[config.mk]
export PLATFORM = sky130hd
export DESIGN_NAME = floor_logic_top
export DESIGN_NICKNAME = d
export VERILOG_FILES = /design/src/rtl/elevator_pkg.sv /design/src/rtl/request_register.sv /design/src/rtl/floor_scheduler.sv /design/src/rtl/car_dispatch.sv /design/src/rtl/floor_logic_top.sv
export VERILOG_INCLUDE_DIRS = /design/src /design/src/rtl
export SDC_FILE = /design/constraint.sdc
export NUM_CORES = 1
export LEC_CHECK = 0
export ABC_AREA = 1
export BUFFER_PORTS_ARGS = -buffer_cell sky130_fd_sc_hd__buf_2
export CORE_MARGIN = 4
export CORE_UTILIZATION = 35
export CTS_BUF_LIST = sky130_fd_sc_hd__clkbuf_4
export CTS_CLUSTER_DIAMETER = 30
export DETAILED_ROUTE_END_ITERATION = 16
export PLACE_DENSITY_LB_ADDON = 0.08
export SLEW_MARGIN = 20
export SYNTH_ARGS = -nofsm -noshare
export SYNTH_HDL_FRONTEND = slang
export SYNTH_SLANG_ARGS = --single-unit
[constraint.sdc]
create_clock -name clock -period 6.2 [get_ports clock]
set_input_delay 0.93 -clock clock [delete_from_list [all_inputs] [get_ports clock]]
set_output_delay 0.93 -clock clock [all_outputs]
set_load 0.03 [all_outputs]
[src/rtl/elevator_settings.svh]
// Floor count, floor number width and reset values for the elevator request logic
`ifndef ELEVATOR_SETTINGS_SVH
`define ELEVATOR_SETTINGS_SVH

////////////////////////////////////////////////////////////
// Building geometry
////////////////////////////////////////////////////////////

// Served floors, numbered 0 (lowest) upward
`define FLOOR_COUNT 11

// Bits needed to carry a floor number
`define FLOOR_WIDTH 4

////////////////////////////////////////////////////////////
// Reset values of the dispatcher
////////////////////////////////////////////////////////////

`define RESET_TARGET 0
`define RESET_DIRECTION_UP 1'b1

`endif

[src/rtl/elevator_pkg.sv]
// Floor number, floor mask, car status and dispatch command types
`include "elevator_settings.svh"

package elevator_pkg;

    ////////////////////////////////////////////////////////////
    // Plain vector types
    ////////////////////////////////////////////////////////////

    // Floor number, 0 is the lowest floor
    typedef logic [`FLOOR_WIDTH-1:0] floor_t;

    // One bit per floor, bit k stands for floor k
    typedef logic [`FLOOR_COUNT-1:0] floor_mask_t;

    ////////////////////////////////////////////////////////////
    // Bundles
    ////////////////////////////////////////////////////////////

    // Reported by the car
    typedef struct packed {
        floor_t floor;
        logic   moving;
        // Last travel direction, 1 is up
        logic   heading_up;
    } car_status_t;

    // Sent to the car
    typedef struct packed {
        floor_t target;
        logic   direction_up;
        // Start request while the car is stopped away from the target
        logic   activate;
    } dispatch_t;

endpackage

[src/rtl/request_register.sv]
// Request lamp bank, set by buttons and cleared when the car stops at a floor
module request_register (
    input  logic                      clock,
    input  logic                      reset_n,
    input  logic                      enable,
    input  elevator_pkg::floor_mask_t buttons,
    input  elevator_pkg::car_status_t car,
    output elevator_pkg::floor_mask_t lights
);

    // Floor where the car stands still, empty while it moves
    elevator_pkg::floor_mask_t stop_mask;
    elevator_pkg::floor_mask_t lights_next;

    ////////////////////////////////////////////////////////////
    // Next lamp state
    ////////////////////////////////////////////////////////////

    always_comb begin
        stop_mask = '0;
        if (!car.moving) begin
            // A floor number past the top shifts out and selects nothing
            stop_mask = elevator_pkg::floor_mask_t'(1) << car.floor;
        end
    end

    // New presses light up, the stop floor is held dark
    // A press at the stop floor is absorbed by the same mask
    assign lights_next = (lights | buttons) & ~stop_mask;

    ////////////////////////////////////////////////////////////
    // Lamp register
    ////////////////////////////////////////////////////////////

    always_ff @(posedge clock or negedge reset_n) begin
        if (!reset_n) begin
            lights <= '0;
        end else if (enable) begin
            lights <= lights_next;
        end
    end

    // Lamps hold while the bank is disabled
    // (emergency or power off), so no press is lost or cleared

    ////////////////////////////////////////////////////////////
    // Checks
    ////////////////////////////////////////////////////////////

    // After an enabled edge with the car stopped, its floor lamp is dark
    property stop_floor_cleared;
        @(posedge clock) disable iff (!reset_n)
        (enable && !car.moving) |=> !lights[$past(car.floor)];
    endproperty

    assert property (stop_floor_cleared)
        else $error("request lamp still lit at the floor where the car stopped");

endmodule

[src/rtl/floor_scheduler.sv]
// Next target search over the lit requests with a direction preference
`include "elevator_settings.svh"

module floor_scheduler (
    input  elevator_pkg::floor_mask_t pending,
    input  elevator_pkg::car_status_t car,
    output elevator_pkg::floor_t      next_target,
    output logic                      has_target
);

    // Lit floors on each side of the car, its own floor excluded
    elevator_pkg::floor_mask_t above_mask;
    elevator_pkg::floor_mask_t below_mask;
    logic                      any_above;
    logic                      any_below;

    ////////////////////////////////////////////////////////////
    // Priority helpers
    ////////////////////////////////////////////////////////////

    // Lowest set bit, zero when the mask is empty
    function automatic elevator_pkg::floor_t lowest_set(
        input elevator_pkg::floor_mask_t mask
    );
        elevator_pkg::floor_t result;
        result = '0;
        // Scan downward so the lowest hit wins
        for (int k = `FLOOR_COUNT - 1; k >= 0; k--) begin
            if (mask[k]) begin
                result = elevator_pkg::floor_t'(k);
            end
        end
        return result;
    endfunction

    // Highest set bit, zero when the mask is empty
    function automatic elevator_pkg::floor_t highest_set(
        input elevator_pkg::floor_mask_t mask
    );
        elevator_pkg::floor_t result;
        result = '0;
        for (int k = 0; k < `FLOOR_COUNT; k++) begin
            if (mask[k]) begin
                result = elevator_pkg::floor_t'(k);
            end
        end
        return result;
    endfunction

    ////////////////////////////////////////////////////////////
    // Split the requests around the car
    ////////////////////////////////////////////////////////////

    always_comb begin
        above_mask = '0;
        below_mask = '0;
        for (int k = 0; k < `FLOOR_COUNT; k++) begin
            above_mask[k] = pending[k] && (k > int'(car.floor));
            below_mask[k] = pending[k] && (k < int'(car.floor));
        end
    end

    assign any_above  = |above_mask;
    assign any_below  = |below_mask;
    assign has_target = any_above || any_below;

    ////////////////////////////////////////////////////////////
    // Nearest floor in the heading, else turn around
    ////////////////////////////////////////////////////////////

    always_comb begin
        if (car.heading_up) begin
            if (any_above) begin
                next_target = lowest_set(above_mask);
            end else begin
                next_target = highest_set(below_mask);
            end
        end else begin
            if (any_below) begin
                next_target = highest_set(below_mask);
            end else begin
                next_target = lowest_set(above_mask);
            end
        end
    end

    // With no request on either side the value is floor 0,
    // and has_target tells the dispatcher to ignore it

endmodule

[src/rtl/car_dispatch.sv]
// Target register, travel direction, activate strobe and door button gating
`include "elevator_settings.svh"

module car_dispatch (
    input  logic                      clock,
    input  logic                      reset_n,
    input  logic                      enable,
    input  logic                      power_on,
    input  elevator_pkg::floor_t      next_target,
    input  logic                      has_target,
    input  elevator_pkg::car_status_t car,
    input  logic                      door_open_button,
    input  logic                      door_close_button,
    output elevator_pkg::dispatch_t   command,
    output logic                      door_open_allowed,
    output logic                      door_close_allowed
);

    elevator_pkg::floor_t target_q;
    logic                 direction_up_q;
    logic                 car_stopped;
    logic                 load_target;
    logic                 activate;

    assign car_stopped = !car.moving;

    // Pick a new target only once the car has served the current one
    assign load_target = car_stopped && (car.floor == target_q) && has_target;

    ////////////////////////////////////////////////////////////
    // Target register
    ////////////////////////////////////////////////////////////

    always_ff @(posedge clock or negedge reset_n) begin
        if (!reset_n) begin
            target_q       <= elevator_pkg::floor_t'(`RESET_TARGET);
            direction_up_q <= `RESET_DIRECTION_UP;
        end else if (load_target) begin
            target_q       <= next_target;
            direction_up_q <= (next_target > car.floor);
        end
    end

    ////////////////////////////////////////////////////////////
    // Outputs
    ////////////////////////////////////////////////////////////

    assign activate = enable && car_stopped && (target_q != car.floor);

    always_comb begin
        command.target       = target_q;
        command.direction_up = direction_up_q;
        command.activate     = activate;
    end

    // Doors respond only to a powered car at rest
    assign door_open_allowed  = door_open_button && power_on && car_stopped;
    assign door_close_allowed = door_close_button && power_on && car_stopped;

    ////////////////////////////////////////////////////////////
    // Checks
    ////////////////////////////////////////////////////////////

    // A start request sent to the car points away from its floor
    property activate_away_from_car;
        @(posedge clock) disable iff (!reset_n)
        command.activate |-> (command.target != car.floor);
    endproperty

    assert property (activate_away_from_car)
        else $error("activate sent with the target at the car floor");

endmodule

[src/rtl/floor_logic_top.sv]
// Elevator request logic top level with two lamp banks, scheduler and dispatcher
module floor_logic_top (
    input  logic                      clock,
    input  logic                      reset_n,
    input  elevator_pkg::floor_mask_t hall_buttons,
    input  elevator_pkg::floor_mask_t car_buttons,
    input  logic                      door_open_button,
    input  logic                      door_close_button,
    input  logic                      emergency,
    input  logic                      power_on,
    input  elevator_pkg::car_status_t car,
    output elevator_pkg::dispatch_t   command,
    output elevator_pkg::floor_mask_t hall_lights,
    output elevator_pkg::floor_mask_t car_lights,
    output logic                      door_open_allowed,
    output logic                      door_close_allowed
);

    logic                      enable;
    elevator_pkg::floor_mask_t pending;
    elevator_pkg::floor_t      next_target;
    logic                      has_target;

    // Requests are served only with power on and no emergency
    assign enable = power_on && !emergency;

    // Hall and car requests weigh the same for scheduling
    assign pending = hall_lights | car_lights;

    ////////////////////////////////////////////////////////////
    // Request banks
    ////////////////////////////////////////////////////////////

    request_register u_hall_requests (
        .clock   (clock),
        .reset_n (reset_n),
        .enable  (enable),
        .buttons (hall_buttons),
        .car     (car),
        .lights  (hall_lights)
    );

    request_register u_car_requests (
        .clock   (clock),
        .reset_n (reset_n),
        .enable  (enable),
        .buttons (car_buttons),
        .car     (car),
        .lights  (car_lights)
    );

    ////////////////////////////////////////////////////////////
    // Scheduling and dispatch
    ////////////////////////////////////////////////////////////

    floor_scheduler u_floor_scheduler (
        .pending     (pending),
        .car         (car),
        .next_target (next_target),
        .has_target  (has_target)
    );

    car_dispatch u_car_dispatch (
        .clock              (clock),
        .reset_n            (reset_n),
        .enable             (enable),
        .power_on           (power_on),
        .next_target        (next_target),
        .has_target         (has_target),
        .car                (car),
        .door_open_button   (door_open_button),
        .door_close_button  (door_close_button),
        .command            (command),
        .door_open_allowed  (door_open_allowed),
        .door_close_allowed (door_close_allowed)
    );

endmodule

==> results of run 1 <==
==> where the power goes <==
| group | internal [mW] | total [mW] | switching (mW) |
|---|---|---|---|
| clock network | 0.0265 | 0.0885 | 0.0620 |
| logic | 0.0604 | 0.189 | 0.129 |
| registers | 0.201 | 0.217 | 0.0163 |
==> final timing paths <==
check | start | to | slack [ps] | cells after the start
min in group asynchronous | reset_n | u_car_requests.lights[3] | 570 | 1
max reg2reg | u_car_requests.lights[10] | u_car_dispatch.direction_up_q | 3800 | 15
min reg2reg | u_car_dispatch.direction_up_q | u_car_dispatch.direction_up_q | 510 | 2
max | power_on | command[0] | 2940 | 9
min | u_car_dispatch.direction_up_q | u_car_dispatch.direction_up_q | 510 | 2
max in group asynchronous | reset_n | u_hall_requests.lights[6] | 5230 | 1
==> sequential cells by signal, summed over array words and instances, names as in the netlist <==
signal	cells
u_car_requests.lights	11
u_hall_requests.lights	11
u_car_dispatch.target_q	4
u_car_dispatch.direction_up_q	1
==> kinds of logic (layout without fill, tap and decap cells) <==
group,Yosys count,after routing,synth area share [%]
compound gates,35,35,10.4
xor+xnor,3,3,1.37
flops,27,27,35.4
simple gates,173,173,39.0
fa+ha+maj,4,4,2.62
buf+inv,51,113,11.2
==> per-layer routing <==
layer,vias to the layer above,GRT usage [%],part of all wire (%),routed length [µm]
li1,1030,-,-,-
met1,835,21.6,48,2420
met2,49,26.0,45,2260
met3,7,3.62,6.4,326
met4,0,3.32,1.1,57
met5,-,0,0,0
==> worst max-delay path: stages <==
cell     delay (ps)
buf_2           100
inv_1            40
nor2_1           80
buf_4           260
inv_1            60
nor2_1          310
inv_1           170
a21oi_1         170
buf_2           220
==> layout make-up <==
cell class	instances	area (µm²)	area share, %
inverter	45	169	7.31
timing repair buffer	64	323	14.0
tap	70	87.6	3.79
sequential	27	677	29.3
clock buffer	3	22.5	0.975
multi-input combinational	215	1020	44.3
clock inverter	1	8.76	0.379
==> layout by cell type, fill, tap and decap left out, drive strengths merged, types with 4 or more instances in the layout <==
cell type,instances
a21oi,23
buf,64
dfrtp,26
ha,4
inv,46
nand2,114
nand3,21
nor2,33
o21ai,9
==> synthesized netlist by cell type <==
cell type  number
o221ai_1        1
buf_4           2
o21ai_0         4
nor2_2          5
nor2_4          2
ha_1            4
nand2_2         5
xor2_1          3
buf_6           2
o21ai_4         1
nand3_2         4
and3_1          1
o21ai_1         3
nand3b_1        1
inv_2           6
o211ai_1        1
a21oi_1        23
o21bai_1        1
dfrtp_1        26
nor2_1         26
nand4_1         1
clkbuf_1        2
nand2_1       109
dfstp_2         1
nor3_1          2
nand3_1        17
o21ai_2         1
inv_1          39
==> results.md, run 1 <==
- Die extent in y: 81.9 µm
- Fraction of final layout cells sized beyond drive strength 1: 26.2%
- Fillers: approximately 600
- CTS tree: yes
- Synth area leader: dfrtp_1
- Clk_lat worst skew: approximately 350 ps
- Drt first-iter violations: 84
- PnR worst setup slack: about 2900 ps
- Fin Setup TNS: 0 ps
- Number of synthesis warnings: 0
- Post-DP HPWL: between 4000 and 5000 µm
- CP required: 5270 ps
- Die span in x: between 80 and 90 µm
- Peak VDD IR: 0.000108 V
- Residual DRC: 0
- Syn Nets: 331
- Initial antenna violation count: 0
- Vias in the first global route: 1857
- Top area cells in the synthesized netlist: dfrtp_1, nand2_1, inv_1, a21oi_1, nor2_1
- Unrepaired setup endpoints after global routing: false
- Critical path class: input port to output port
- Crit path DAT: ~2300 ps
- Core box area: approximately 5200 µm²
- Final-report hold violation count: 0
- Die Footprint: 6710 µm²
- Drt total wl: 5070 µm
- Global-route wire length before repair: between 8000 and 9000 µm
- Worst setup SP type: input port
- Area of the mapped netlist: around 1900 µm²
- Final setup fails: 0
- Syn avg cell area: 6.53 µm²
- Fmax: ~0.31 GHz
- Global Route Usage Sum: 16.0%
- Initial Utilization: 36.8%
- CP endpoint kind: output port
- Vias: roughly 1900
- Rows: 26
- Pre-CTS WS: about 2900 ps
- Post-place instance area: 2280 µm²
- Synthesis-stage register bit count: 27
- Grt ovf: 0
- Lkg Pwr: 1.28 nW
- Min Tclk post-route: 3260 ps
- Tot Pwr: 0.495 mW
- Max-slew violations: 0
- Pin count of the biggest net entering global routing: 28
- Max-cap violations: 0
- Hold Crit Class: flip-flop to flip-flop
- Seq/Total Area, Yosys: 35.4%
- Worst slew pin tran: ~630 ps
- Total CTS buffers: 3
- Outcome: finished, final reports clean
- Fin nets: between 300 and 400
- Pwr Density: 214 nW/µm²
- Fin cells: 425
- Postcts setup bufs: 0
- Setup Skew: 7.28 ps
- Rel. slew slack: 57.9%
- Area grow syn2layout: 20.7%
- Yosys cell types: 28
- CTS Hold Buffers Added: 0
- Worst-path maximum fanout: 23
- Root buf cell: clkbuf_4
- Hold WS: 511 ps
- # resized after CTS: 0
- Yosys top cell area share: 34.0%
- Post-route ant nets: 0
- ANT cells: 0
- Placed cells: between 400 and 500
- H-tree depth: 1
- Drt first pass iters: 4
- Final GP Congestion: 0.882
- Via density: ~4.5
- Final worst path period share: 52.6%
- Routed WL per cell: 11.9 µm
- Clock sink count: 27
- I/O Pins: 64
- Worst-path clk slew: 160 ps
- Design Area, Final: 2310 µm²
- Synth Instances: 293
- Buffers on Ports: 63
- Finished Core Util: 44.4%
- CTS max path bufs: 2
Power figures use the tool's default switching activity.
==> inputs of run 2 (changes only) <==
==> constraint.sdc (replaced) <==
create_clock -name clock -period 3.3 [get_ports clock]
set_input_delay 0.495 -clock clock [delete_from_list [all_inputs] [get_ports clock]]
set_output_delay 0.495 -clock clock [all_outputs]
set_load 0.03 [all_outputs]
==> run 2 against run 1 <==
Effect of this change:
- global-route usage increased by 0.18 points
- total power grew 86%
- final cell count unchanged
- via count is 2.3% higher
- sequential share of layout area is essentially flat
- die area stayed put
- non-clock buffer count unchanged
- register-to-register slack worse by 2900 ps
- utilization fell by 0.072 points
==> results.md, run 2 (synthesis results as in run 1) <==
- Outcome: finished, final reports clean
- Fmax: 0.420 GHz
- Global Route Usage Sum: 16.2% (+0.18 points)
- I/O Pins: 64 (unchanged)
- Total CTS buffers: 3 (unchanged)
- Via density: 4.62 (+2.3%)
- Routed length on met1: 2480 µm (+2.5%)
- Buffers on Ports: 63 (unchanged)
- Routed WL per cell: 12.0 µm (+0.99%)
- CTS tree: yes
- Drt first-iter violations: 110 (+31%)
- # resized after CTS: 0 (unchanged)
- R2r setup slk: 940 ps (-2860 ps)
- Finished Core Util: 44.3% (-0.072 points)
- Global-route wire length before repair: 8420 µm (+0.49%)
- Met3 wire length: 309 µm (-5.2%)
- Fin nets: 394 (unchanged)
- Vias: 1965 (+2.3%)
- Met2 wire len: 2280 µm (+0.80%)
- Drt total wl: 5120 µm (+0.99%)
- Final-report hold violation count: 0 (unchanged)
- Final GP Congestion: 0.850 (-3.7%)
- Seq. cell area: 677 µm² (unchanged)
- Crit-path slowest cell: nor2_1
- Final setup fails: 0 (unchanged)
- Top sig layer: met4
- Worst Setup SP: power_on
- CP Capture Point: command[0]
- Root buf cell: clkbuf_4
- Post-route ant nets: 0 (unchanged)
- CP required: 2800 ps (-2470 ps)
- Commonest non-fill, non-tap cells in the layout: nand2_1, buf_2, inv_1, nor2_1, dfrtp_1
- Grt ovf: 0 (unchanged)
- Hold Crit Class: input port to async pin
- CP endpoint kind: output port
- Core box area: 5200 µm² (unchanged)
- Pin count of the biggest net entering global routing: 28 (unchanged)
- H-tree depth: 1 (unchanged)
- R2r worst-path depth: 15 (unchanged)
- Reg-to-Reg Start: u_car_requests.lights[10]
- Min Tclk post-route: roughly 2400 ps
- Cell mode on critical path: inv_1
- Worst setup SP type: input port
- Crit path DAT: 1890 ps (-440 ps)
- Most common cell after layout, fill and taps aside: nand2_1
- Initial Utilization: 36.8% (unchanged)
- Max-slew violations: 0 (unchanged)
- Fillers: 580 (-3.0%)
- Die extent in y: 81.9 µm (unchanged)
- Worst-path clk slew: 180 ps (+20 ps)
- Tot Pwr: 0.919 mW (+86%)
- CTS max path bufs: 2 (unchanged)
- Fin cells: 425 (unchanged)
- Clk_lat worst skew: 350 ps (about the same)
- Postcts setup bufs: 0 (unchanged)
- Area grow syn2layout: 20.5%
- Post-DP HPWL: 4210 µm (+0.13%)
- Rows: 26 (unchanged)
- Setup Skew: 22.4 ps (+15.2 ps)
- Area of the multi-input gates: 1020 µm² (unchanged)
- Worst-path maximum fanout: 23 (unchanged)
- Peak VDD IR: 0.000148 V (+37%)
- Critical path class: input port to output port
- Vias in the first global route: 1821 (-1.9%)
- Unrepaired setup endpoints after global routing: false
- Drt first pass iters: 4 (unchanged)
- Die span in x: 81.9 µm (unchanged)
- Rel. slew slack: 57.3% (-0.66 points)
- Residual DRC: 0 (unchanged)
- Largest regs: u_car_requests.lights: 11 flops, u_hall_requests.lights: 11 flops, u_car_dispatch.target_q: 4 flops
- Critical R2R Capture: u_car_dispatch.direction_up_q
- ANT cells: 0 (unchanged)
- Clock sink count: 27 (unchanged)
- Lkg Pwr: 1.28 nW (about the same)
- Worst-path cell chain: buf_2 -> inv_1 -> nor2_1 -> buf_4 -> inv_1 -> nor2_1 -> inv_1 -> a21oi_1 -> buf_2
- Critical path's largest stage delay: 310 ps (about the same)
- Fin Setup TNS: 0 ps (unchanged)
- CTS Hold Buffers Added: 0 (unchanged)
- Max-cap violations: 0 (unchanged)
- Fraction of final layout cells sized beyond drive strength 1: 26.2% (unchanged)
- Placed cells: 421 (unchanged)
- Die Footprint: 6710 µm² (unchanged)
- Worst slew pin tran: 641 ps (+9.88 ps)
- Pwr Density: 399 nW/µm² (+86%)
- Initial antenna violation count: 0 (unchanged)
- Final worst path period share: 72.2%
-- run 2: cell count changes in the layout (fill, tap and decap cells not counted) --
cell,delta
clkinv_2,+1
inv_6,-1
-- run 2: final cells by class --
cell class | instances | area share [%]
inverter | 45 | 7.33
clock inverter | 1 | 0.217
timing repair buffer | 64 | 14.0
clock buffer | 3 | 0.977
sequential | 27 | 29.4
multi-input combinational | 215 | 44.3
tap | 70 | 3.80
-- run 2: metrics by stage --
stage	hold slack (ps)	area [µm²]	setup slack (ps)
2_1_floorplan	199	1910	936
3_3_place_gp	481	2280	619
3_5_place_dp	485	2280	618
4_1_cts	158	2310	918
5_1_grt	182	2310	577
6_report	139	2310	919
-- run 2: worst max-delay path: cells and delay by family --
kind | cells | cell delay (ps)
buf+inv | 6 | 850
simple gates | 2 | 400
compound gates | 1 | 140
-- run 2: worst min path at each step --
stage,from,to,slack (ps),depth (start not counted)
finish,reset_n,u_car_dispatch.target_q[1],140,1
global route,reset_n,u_car_dispatch.target_q[1],180,1
detailed placement,u_car_dispatch.direction_up_q,u_car_dispatch.direction_up_q,480,2
global placement,u_car_dispatch.direction_up_q,u_car_dispatch.direction_up_q,480,2
CTS,reset_n,u_car_dispatch.target_q[1],160,1
floorplan,reset_n,u_car_dispatch.target_q[0],200,0
-- run 2: layer usage --
layer,global-route usage [%],up-vias
li1,-,1029
met1,22.7,872
met2,26.4,60
met3,2.19,4
met4,3.49,0
met5,0,-
-- run 2: power by group --
group / leakage (nW) / internal (mW) / switching [mW]
Combinational: 1.00 / 0.114 / 0.241
Clock: 0.0177 / 0.0456 / 0.111
Sequential: 0.261 / 0.377 / 0.0306
